$ cat src/common/eeprom_defs.svh
`ifndef EEPROM_DEFS_SVH
`define EEPROM_DEFS_SVH

// channel masters, one two-wire bus each
`define EE_NUM_CH 2

// CLK cycles per quarter of an SCL period
`define EE_QUARTER 4

// top nibble of every control byte
`define EE_DEV_CODE 4'b1010

`endif
$ cat src/common/eeprom_pkg.sv
`include "eeprom_defs.svh"

package eeprom_pkg;

    typedef logic [10:0] ee_addr_t;  // a[10:8] go into the control byte
    typedef logic [7:0]  ee_byte_t;
    typedef logic [$clog2(`EE_NUM_CH)-1:0] ee_ch_t;

    typedef enum logic [1:0] {
        OP_START,
        OP_STOP,
        OP_WRITE,
        OP_READ
    } bit_op_t;

    typedef enum logic [3:0] {
        IDLE,
        START,
        CTRL_W,
        ADDR,
        DATA_W,
        RESTART,
        CTRL_R,
        DATA_R,
        STOP,
        RESP
    } master_state_t;

endpackage

$ cat src/eeprom_master/eeprom_master.sv
`timescale 1ns/1ps
`include "eeprom_defs.svh"

module eeprom_master (
    input  logic                 CLK,
    input  logic                 RESET,
    input  logic                 req_valid,
    output logic                 req_ready,
    input  logic                 req_wr,
    input  eeprom_pkg::ee_addr_t req_addr,
    input  eeprom_pkg::ee_byte_t req_wdata,
    output logic                 rsp_valid,
    input  logic                 rsp_ready,
    output eeprom_pkg::ee_byte_t rsp_rdata,
    output logic                 rsp_err,
    output logic                 scl,
    output logic                 sda_oe,
    input  logic                 sda_in
);
    import eeprom_pkg::*;

    master_state_t state;
    logic          wait_op;    // op issued, waiting for op_done
    logic [3:0]    bcnt;       // 8 is the ack slot
    ee_byte_t      sh_out;
    ee_byte_t      rx_data;
    logic          r_wr;
    ee_addr_t      r_addr;
    ee_byte_t      r_wdata;
    logic          err;
    logic          ack_slot;

    logic          op_start;
    bit_op_t       op_code;
    logic          op_wbit;
    logic          op_done;
    logic          op_rbit;

    assign ack_slot  = (bcnt == 4'd8);
    assign req_ready = (state == IDLE);
    assign rsp_valid = (state == RESP);
    assign rsp_err   = err;
    assign rsp_rdata = (r_wr || err) ? '0 : rx_data;

    assign op_start = !wait_op && (state != IDLE) && (state != RESP);
    assign op_wbit  = (state == DATA_R) ? 1'b1 : sh_out[7];  // nack after the read byte

    always_comb
    begin
        case (state)
            START, RESTART: op_code = OP_START;
            STOP:           op_code = OP_STOP;
            DATA_R:         op_code = ack_slot ? OP_WRITE : OP_READ;
            default:        op_code = ack_slot ? OP_READ : OP_WRITE;
        endcase
    end

    always_ff @(posedge CLK)
    begin
        if (RESET)
        begin
            state   <= IDLE;
            wait_op <= 1'b0;
            bcnt    <= 4'd0;
            err     <= 1'b0;
        end
        else
        begin
            if (op_start)
                wait_op <= 1'b1;
            case (state)
                IDLE:
                    if (req_valid)
                    begin
                        r_wr    <= req_wr;
                        r_addr  <= req_addr;
                        r_wdata <= req_wdata;
                        err     <= 1'b0;
                        state   <= START;
                    end
                RESP:
                    if (rsp_ready)
                        state <= IDLE;
                default:
                    if (op_done)
                    begin
                        wait_op <= 1'b0;
                        case (state)
                            START:
                            begin
                                sh_out <= {`EE_DEV_CODE, r_addr[10:8], 1'b0};
                                bcnt   <= 4'd0;
                                state  <= CTRL_W;
                            end
                            RESTART:
                            begin
                                sh_out <= {`EE_DEV_CODE, r_addr[10:8], 1'b1};
                                bcnt   <= 4'd0;
                                state  <= CTRL_R;
                            end
                            DATA_R:
                                if (!ack_slot)
                                begin
                                    rx_data <= {rx_data[6:0], op_rbit};
                                    bcnt    <= bcnt + 4'd1;
                                end
                                else
                                    state <= STOP;
                            STOP:
                                state <= RESP;
                            default:  // byte out, ack in
                                if (!ack_slot)
                                begin
                                    sh_out <= {sh_out[6:0], 1'b0};
                                    bcnt   <= bcnt + 4'd1;
                                end
                                else
                                begin
                                    bcnt <= 4'd0;
                                    if (op_rbit)
                                    begin
                                        err   <= 1'b1;  // nack, go straight to stop
                                        state <= STOP;
                                    end
                                    else if (state == CTRL_W)
                                    begin
                                        sh_out <= r_addr[7:0];
                                        state  <= ADDR;
                                    end
                                    else if (state == ADDR)
                                    begin
                                        sh_out <= r_wdata;
                                        state  <= r_wr ? DATA_W : RESTART;
                                    end
                                    else if (state == DATA_W)
                                        state <= STOP;
                                    else
                                        state <= DATA_R;
                                end
                        endcase
                    end
            endcase
        end
    end

    i2c_bit_ctrl i_bit_ctrl (
        .CLK      (CLK),
        .RESET    (RESET),
        .op_start (op_start),
        .op_code  (op_code),
        .op_wbit  (op_wbit),
        .op_done  (op_done),
        .op_rbit  (op_rbit),
        .scl      (scl),
        .sda_oe   (sda_oe),
        .sda_in   (sda_in)
    );

endmodule

$ cat src/eeprom_master/i2c_bit_ctrl.sv
`timescale 1ns/1ps
`include "eeprom_defs.svh"

module i2c_bit_ctrl (
    input  logic                CLK,
    input  logic                RESET,
    input  logic                op_start,
    input  eeprom_pkg::bit_op_t op_code,
    input  logic                op_wbit,
    output logic                op_done,
    output logic                op_rbit,
    output logic                scl,
    output logic                sda_oe,
    input  logic                sda_in
);
    import eeprom_pkg::*;

    localparam int QW = (`EE_QUARTER > 1) ? $clog2(`EE_QUARTER) : 1;

    logic          busy;
    logic [QW-1:0] qcnt;
    logic [1:0]    phase;
    bit_op_t       cur_op;
    logic          cur_wbit;
    logic          q_end;

    assign q_end = (qcnt == QW'(`EE_QUARTER - 1));

    // {scl, sda_oe} for one quarter of an operation
    function automatic logic [1:0] wave(bit_op_t op, logic wbit, logic [1:0] ph, logic scl_now);
        logic hi;
        logic [1:0] w;
        hi = (ph == 2'd1) || (ph == 2'd2);
        case (op)
            OP_START:  // keeps scl as is in quarter 0, so restart works too
                case (ph)
                    2'd0:    w = {scl_now, 1'b0};
                    2'd1:    w = 2'b10;
                    2'd2:    w = 2'b11;    // sda falls, scl high
                    default: w = 2'b01;
                endcase
            OP_STOP:
                case (ph)
                    2'd0:    w = 2'b01;
                    2'd1:    w = 2'b11;
                    default: w = 2'b10;    // sda rises, scl high
                endcase
            OP_WRITE: w = {hi, ~wbit};     // data set while scl low
            default:  w = {hi, 1'b0};      // read, sda released
        endcase
        return w;
    endfunction

    always_ff @(posedge CLK)
    begin
        if (RESET)
        begin
            busy    <= 1'b0;
            qcnt    <= '0;
            phase   <= 2'd0;
            op_done <= 1'b0;
            scl     <= 1'b1;
            sda_oe  <= 1'b0;
        end
        else
        begin
            op_done <= 1'b0;
            if (!busy)
            begin
                if (op_start)
                begin
                    busy  <= 1'b1;
                    qcnt  <= '0;
                    phase <= 2'd0;
                    {scl, sda_oe} <= wave(op_code, op_wbit, 2'd0, scl);
                end
            end
            else if (q_end)
            begin
                qcnt  <= '0;
                phase <= phase + 2'd1;
                if (phase == 2'd3)
                begin
                    busy    <= 1'b0;
                    op_done <= 1'b1;
                end
                else
                    {scl, sda_oe} <= wave(cur_op, cur_wbit, phase + 2'd1, scl);
            end
            else
                qcnt <= qcnt + 1'b1;
        end
    end

    always_ff @(posedge CLK)
    begin
        if (!busy && op_start)
        begin
            cur_op   <= op_code;
            cur_wbit <= op_wbit;
        end
        if (busy && q_end && phase == 2'd1 && cur_op == OP_READ)
            op_rbit <= sda_in;  // middle of scl high
    end

endmodule

$ cat config.mk
export PLATFORM = sky130hd
export DESIGN_NAME = eeprom_master
export DESIGN_NICKNAME = d
export VERILOG_FILES = /design/src/common/eeprom_pkg.sv /design/src/eeprom_master/eeprom_master.sv /design/src/eeprom_master/i2c_bit_ctrl.sv
export VERILOG_INCLUDE_DIRS = /design/src /design/src/common
export SDC_FILE = /design/constraint.sdc
export NUM_CORES = 1
export LEC_CHECK = 0
export BUFFER_PORTS_ARGS = -buffer_cell sky130_fd_sc_hd__clkbuf_2
export CORE_ASPECT_RATIO = 0.7
export CORE_MARGIN = 2
export CORE_UTILIZATION = 50
export CTS_CLUSTER_SIZE = 20
export DETAILED_ROUTE_END_ITERATION = 12
export PLACE_DENSITY = 0.82
export SETUP_SLACK_MARGIN = 0.2
export SKIP_CTS_REPAIR_TIMING = 1
export SLEW_MARGIN = 0
export SYNTH_ARGS = -nofsm -noshare
export SYNTH_HDL_FRONTEND = slang
export SYNTH_SLANG_ARGS = --single-unit
$ cat constraint.sdc
create_clock -name CLK -period 3.9 [get_ports CLK]
set_input_delay 0 -clock CLK [delete_from_list [all_inputs] [get_ports CLK]]
set_output_delay 0 -clock CLK [all_outputs]
set_load 0.03 [all_outputs]
* After elaboration in Yosys (flattened, before gate mapping)
Cells that the tools add are included.
** Storage, ports and cells
- Register bits after elaboration :: 58
- Latch bits :: 0
- Memory bits (writable) :: 0
- ROM bits :: 0
- Input bits :: 25
- Output and inout bits :: 13
- Memories :: 0
** Cells by class
- $add $sub $neg :: 3
- $mul :: 0
- Divide/modulo/power cells :: 0
- Magnitude comparators :: 0
- Equal/unequal tests :: 31
- Shifts and indexed selects :: 0
- Mux-type cells :: 56
- Bitwise operators :: 10
- Reduce and logical (&&, ||, !) cells :: 35
** Operators by type and width (number)
- $mux 4 :: 11
- $mux 8 :: 5
- $mux 1 :: 25
- $pmux 2 s3 :: 4
- $pmux 8 s3 :: 1
- $pmux 4 s4 :: 1
- $reduce_and 5->1 :: 3
- $eq 2x2->1 const B :: 6
- $eq 4x3->1 const B :: 3
- $eq 4x4->1 const B :: 3
- $ne 4x4->1 const B :: 3
- $pmux 4 s3 :: 1
- $reduce_and 6->1 :: 2
- $mux 2 :: 5
- $not 1->1 :: 10
- $eq 2x1->1 const B :: 4
- $eq 4x2->1 const B :: 2
- $ne 2x2->1 const B :: 4
- $pmux 4 s2 :: 1
- $reduce_bool 2->1 :: 4
- $logic_and 1x1->1 :: 6
- $logic_not 2->1 :: 3
- $ne 2x1->1 const B :: 3
- $reduce_and 3->1 :: 2
- other kinds (18) :: 23

* Depth between registers and ports, before layout
- Depth after elaboration :: 9
- Gate-level depth with buffers :: 9
- Mapped depth without buffers :: 7

* Cells and area by module
Synthesis repeated with hierarchy kept, for this count alone.
** Second synthesis, totals
- Cell total of the unflattened synthesis :: 246
- Area total of the unflattened synthesis :: 2857.7 um^2
** By module, submodules not included
- eeprom_master :: instances 1, cells each 188, area each 2284.7 um^2, sequential area each 1281.2 um^2
- i2c_bit_ctrl :: instances 1, cells each 58, area each 573.0 um^2, sequential area each 280.3 um^2

* Worst setup path before layout
OpenSTA, ideal clock, no wires.
- Kind :: register to register
- Start :: register state[0]
- End :: register r_addr[0] (enable)
- Library setup time :: 0.397 ns
- Arrival time :: 2.742 ns
- Data required time :: 3.503 ns
- Setup slack :: 0.761 ns
- Stages on the path, launching flop included :: 6
- Period minus slack after synthesis :: 3.139 ns
- Cell sequence :: dfxtp_1 buf_2 buf_2 nor4_1 nand2_1 nor2_1
** Between the ends
- Longest elaborated chain between the ends :: 2
** Ends and longest elaborated chain
- start: declaration :: RTL line eeprom_master.sv:22 : master_state_t state;
- start signal: assignment :: RTL line eeprom_master.sv:133 : state <= r_wr ? DATA_W : RESTART;
- $logic_not 4->1
- named net req_ready :: RTL line eeprom_master.sv:8 : output logic req_ready,
- $reduce_and 3->1 (no line)
- end signal: assignment :: RTL line eeprom_master.sv:76 : r_addr <= req_addr;
- end: declaration :: RTL line eeprom_master.sv:28 : ee_addr_t r_addr;
The timed path passes the listed nets, and every way through them passes these cells.
A chain may end at the register's enable or synchronous reset.

* Final worst setup path
- Start :: register state[1]
- End :: register sh_out[3] (enable)
** Between the ends
- Longest elaborated chain between the ends :: 4
- Elaborated cells on any way between the ends :: 15
- Those cells by class :: eq/ne: 9; bitwise: 2; reduce/logical: 4
** Ends and longest elaborated chain
- branches (longest 3 deep; another with $ne 5x1->1)
- $reduce_and 6->1 (no line) *
- end signal: assignment :: RTL line eeprom_master.sv:91 : sh_out <= {`EE_DEV_CODE, r_addr[10:8], 1'b0};
- end signal: assignment :: RTL line eeprom_master.sv:97 : sh_out <= {`EE_DEV_CODE, r_addr[10:8], 1'b1};
- end signal: assignment :: RTL line eeprom_master.sv:114 : sh_out <= {sh_out[6:0], 1'b0};
- end: declaration :: RTL line eeprom_master.sv:25 : ee_byte_t sh_out;
Mark *: on every way between the ends.

==> impl_metrics.json <==
{
  "grt_max_degree": 22,
  "fin_crit_sh_pct": 57.0,
  "leakagePower_nw": 1.26,
  "path_cells": "nor2_1 > nand2_1 > nand2_1 > a211o_1 > a211oi_1 > buf_4",
  "synth-seq-cells": 58,
  "drc_errors": 0,
  "synth_warnings": 0,
  "stdcell_count": 381,
  "setup_viol": 0,
  "rsz0062_at_grt": "false",
  "slew_headroom_pct": 45.5,
  "grtUsageTotal_pct": 18.1,
  "cts_sinks": 58,
  "io_buffers": 37,
  "worst_slew_pin_slew_ns": 0.814,
  "critical-path-top-delay-family": "flip-flops",
  "hold_path_class": "input port to flop",
  "grt_pass1_wl_mm": 8.15,
  "crit_buf_inv": 1,
  "vdd_drop_max_mv": 0.407,
  "multi_input_area_um2": 1040,
  "cts_buffers": 9,
  "synth_nets": 278,
  "vias_per_cell": 5.37,
  "finalMaxSlewViolations": 0,
  "dp_cells": 344,
  "cts_max_path_buffers": 2,
  "arrival_ns": 2.27,
  "synth-edff-count": 40,
  "nets": 335,
  "netlist_instances": 247,
  "synth-main-ff-cell": "edfxtp_1",
  "r2r_slack_ns": 1.68,
  "cp_max_fo": 21,
  "drt_iter0_markers": 134,
  "initial_core_util_pct": 51.7,
  "grt_pass1_vias": 1658,
  "syn_area_um2": 2700,
  "critical_path.startpoint_type": "flop",
  "dieArea_um2": 6020,
  "num-fill-cells": 404,
  "syn_area_per_cell_um2": 10.9,
  "power_density_nw_per_um2": 562,
  "regArea_um2": 1560,
  "diodes": 0,
  "endpoint_kind": "flop",
  "drt_pass1_iterations": 4,
  "clk_pin_slew_ns": 0.07,
  "clock_latency_ns": 0.34,
  "ios": 38,
  "clock-root-buffer": "clkbuf_8",
  "cpMostUsedCell": "nand2_1",
  "place.gp.congestion": 0.860,
  "die_x_um": 91.9,
  "grt_antenna_before_repair": 0,
  "hold_viol_final": 0,
  "cap_violations": 0,
  "synth.distinct_cells": 48,
  "fin_crit_ns": 2.22,
  "die_y_um": 65.5,
  "drive_above_1_share_pct": 20.4,
  "vias": 2045,
  "setup_tns_ns": 0,
  "status": "finished clean",
  "area_delta_synth_final_pct": 23.7,
  "clock.fmax_mhz": 450,
  "dp_hpwl_mm": 3.52,
  "cts_tree": "yes",
  "skew_ns": 0.00835,
  "grt-ovfl-total": 0,
  "antenna_left": 0,
  "max_stage_delay_ns": 0.74,
  "core.rowCount": 22,
  "critical_path_class": "flop to flop",
  "critPathRequiredTime_ns": 3.95,
  "core_area_um2": 5230,
  "postRouteWirelength_mm": 5.55,
  "htree_num_levels": 3,
  "wl_per_cell_um": 14.6,
  "yosysSeqAreaShare_pct": 57.8,
  "synthArstFlopShare_pct": 0,
  "crit_slowest_cell": "dfxtp_1"
}
[tightest hold or removal path: cells and delay by family]
family                 cells  cell delay (ns)
and+or+nand+nor            2             0.17
buffers and inverters      1             0.09
AOI/OAI and AO/OA          1             0.05
[state kept, by name, summed over array words and instances, names as in the netlist]
name                 cells
r_addr                  11
r_wdata                  8
rx_data                  8
sh_out                   8
bcnt                     4
state                    4
i_bit_ctrl.cur_op        2
i_bit_ctrl.phase         2
i_bit_ctrl.qcnt          2
i_bit_ctrl.busy          1
i_bit_ctrl.cur_wbit      1
i_bit_ctrl.op_done       1
i_bit_ctrl.op_rbit       1
i_bit_ctrl.scl           1
i_bit_ctrl.sda_oe        1
r_wr                     1
rsp_err                  1
wait_op                  1
[final timing paths]
kind,startpoint,to,cells past startpoint
setup / recovery,state[1]$_SDFFE_PP0P_,sh_out[3]$_DFFE_PP_,6
hold / removal,req_valid,rsp_err$_SDFFE_PP0P_,4
setup reg to reg,state[1]$_SDFFE_PP0P_,sh_out[3]$_DFFE_PP_,6
hold reg to reg,rx_data[6]$_DFFE_PP_,rx_data[7]$_DFFE_PP_,0
[through the flow]
step | util [%] | total power [mW] | hold slack, ns | setup WS [ns] | instance area, um^2
after floorplan | - | 1.22 | 0.0989 | 0.761 | 2700
after global placement | 56.2 | 1.32 | 0.177 | 1.82 | 2940
after detailed placement | 56.2 | 1.33 | 0.179 | 1.70 | 2940
after CTS | 59.9 | 1.86 | -0.179 | 1.70 | 3130
after global routing | 63.9 | 1.97 | 0.0324 | 1.50 | 3340
final | 63.9 | 1.88 | 0.0233 | 1.68 | 3340
[layout make-up]
cell class / count / area share, %
sequential: 58 / 46.7
multi-input combinational: 164 / 31.1
clock buffer: 9 / 3.71
timing repair buffer: 62 / 12.7
inverter: 9 / 1.01
clock inverter: 7 / 2.10
tap: 72 / 2.69
[layer usage]
metal	track usage, %	share of wire, %	up-vias
li1	-	-	1013
met1	25.5	44	954
met2	25.8	48	71
met3	5.50	6.4	7
met4	7.84	1.3	0
met5	0	0	-
[cells in the mapped netlist (6+ instances only)]
cell / n / area share (%)
a21oi_1: 10 / 1.9
edfxtp_1: 40 / 44
ha_1: 6 / 2.8
o211ai_1: 6 / 1.7
nor2_1: 34 / 4.7
o21ai_0: 10 / 1.9
buf_2: 6 / 1.1
nand2_1: 19 / 2.6
dfxtp_1: 18 / 13
and2_1: 9 / 2.1
clkbuf_1: 8 / 1.1
mux2i_1: 11 / 4.1
inv_1: 9 / 1.2
[report_power, final]
group	internal (mW)	switching (mW)
registers	0.755	0.0940
clock network	0.292	0.242
logic	0.204	0.292
total	1.25	0.629
[layout by cell type, fill, tap and decap left out, types with 3 or more instances in the layout]
master	Yosys	layout
o22ai_1	3	3
a211oi_1	3	3
o21ai_0	10	10
dfxtp_1	18	18
ha_1	6	6
nand2_1	19	19
and2_1	9	9
xnor2_1	4	4
dlygate4sd3_1	0	21
a21oi_1	10	10
a211o_1	3	3
xor2_1	3	3
nor2_1	34	34
clkbuf_2	0	37
nand3_1	3	3
a22oi_1	4	4
clkinvlp_4	0	3
mux2i_1	11	11
edfxtp_1	40	40
buf_4	0	4
nand2b_1	3	3
nor3_1	3	3
clkbuf_8	0	9
inv_1	9	9
o211ai_1	6	6
[cells by family (layout without fill, tap and decap cells)]
group,count (synthesis),count (layout),share of synthesized area [%]
simple gates,86,86,15.3
flops,58,58,57.8
compound gates,54,54,13.8
buf+inv,25,87,4.03
mux,11,11,4.07
xor+xnor,7,7,2.27
fa+ha+maj,6,6,2.78
Note: power is estimated with default switching activity, not from simulation.
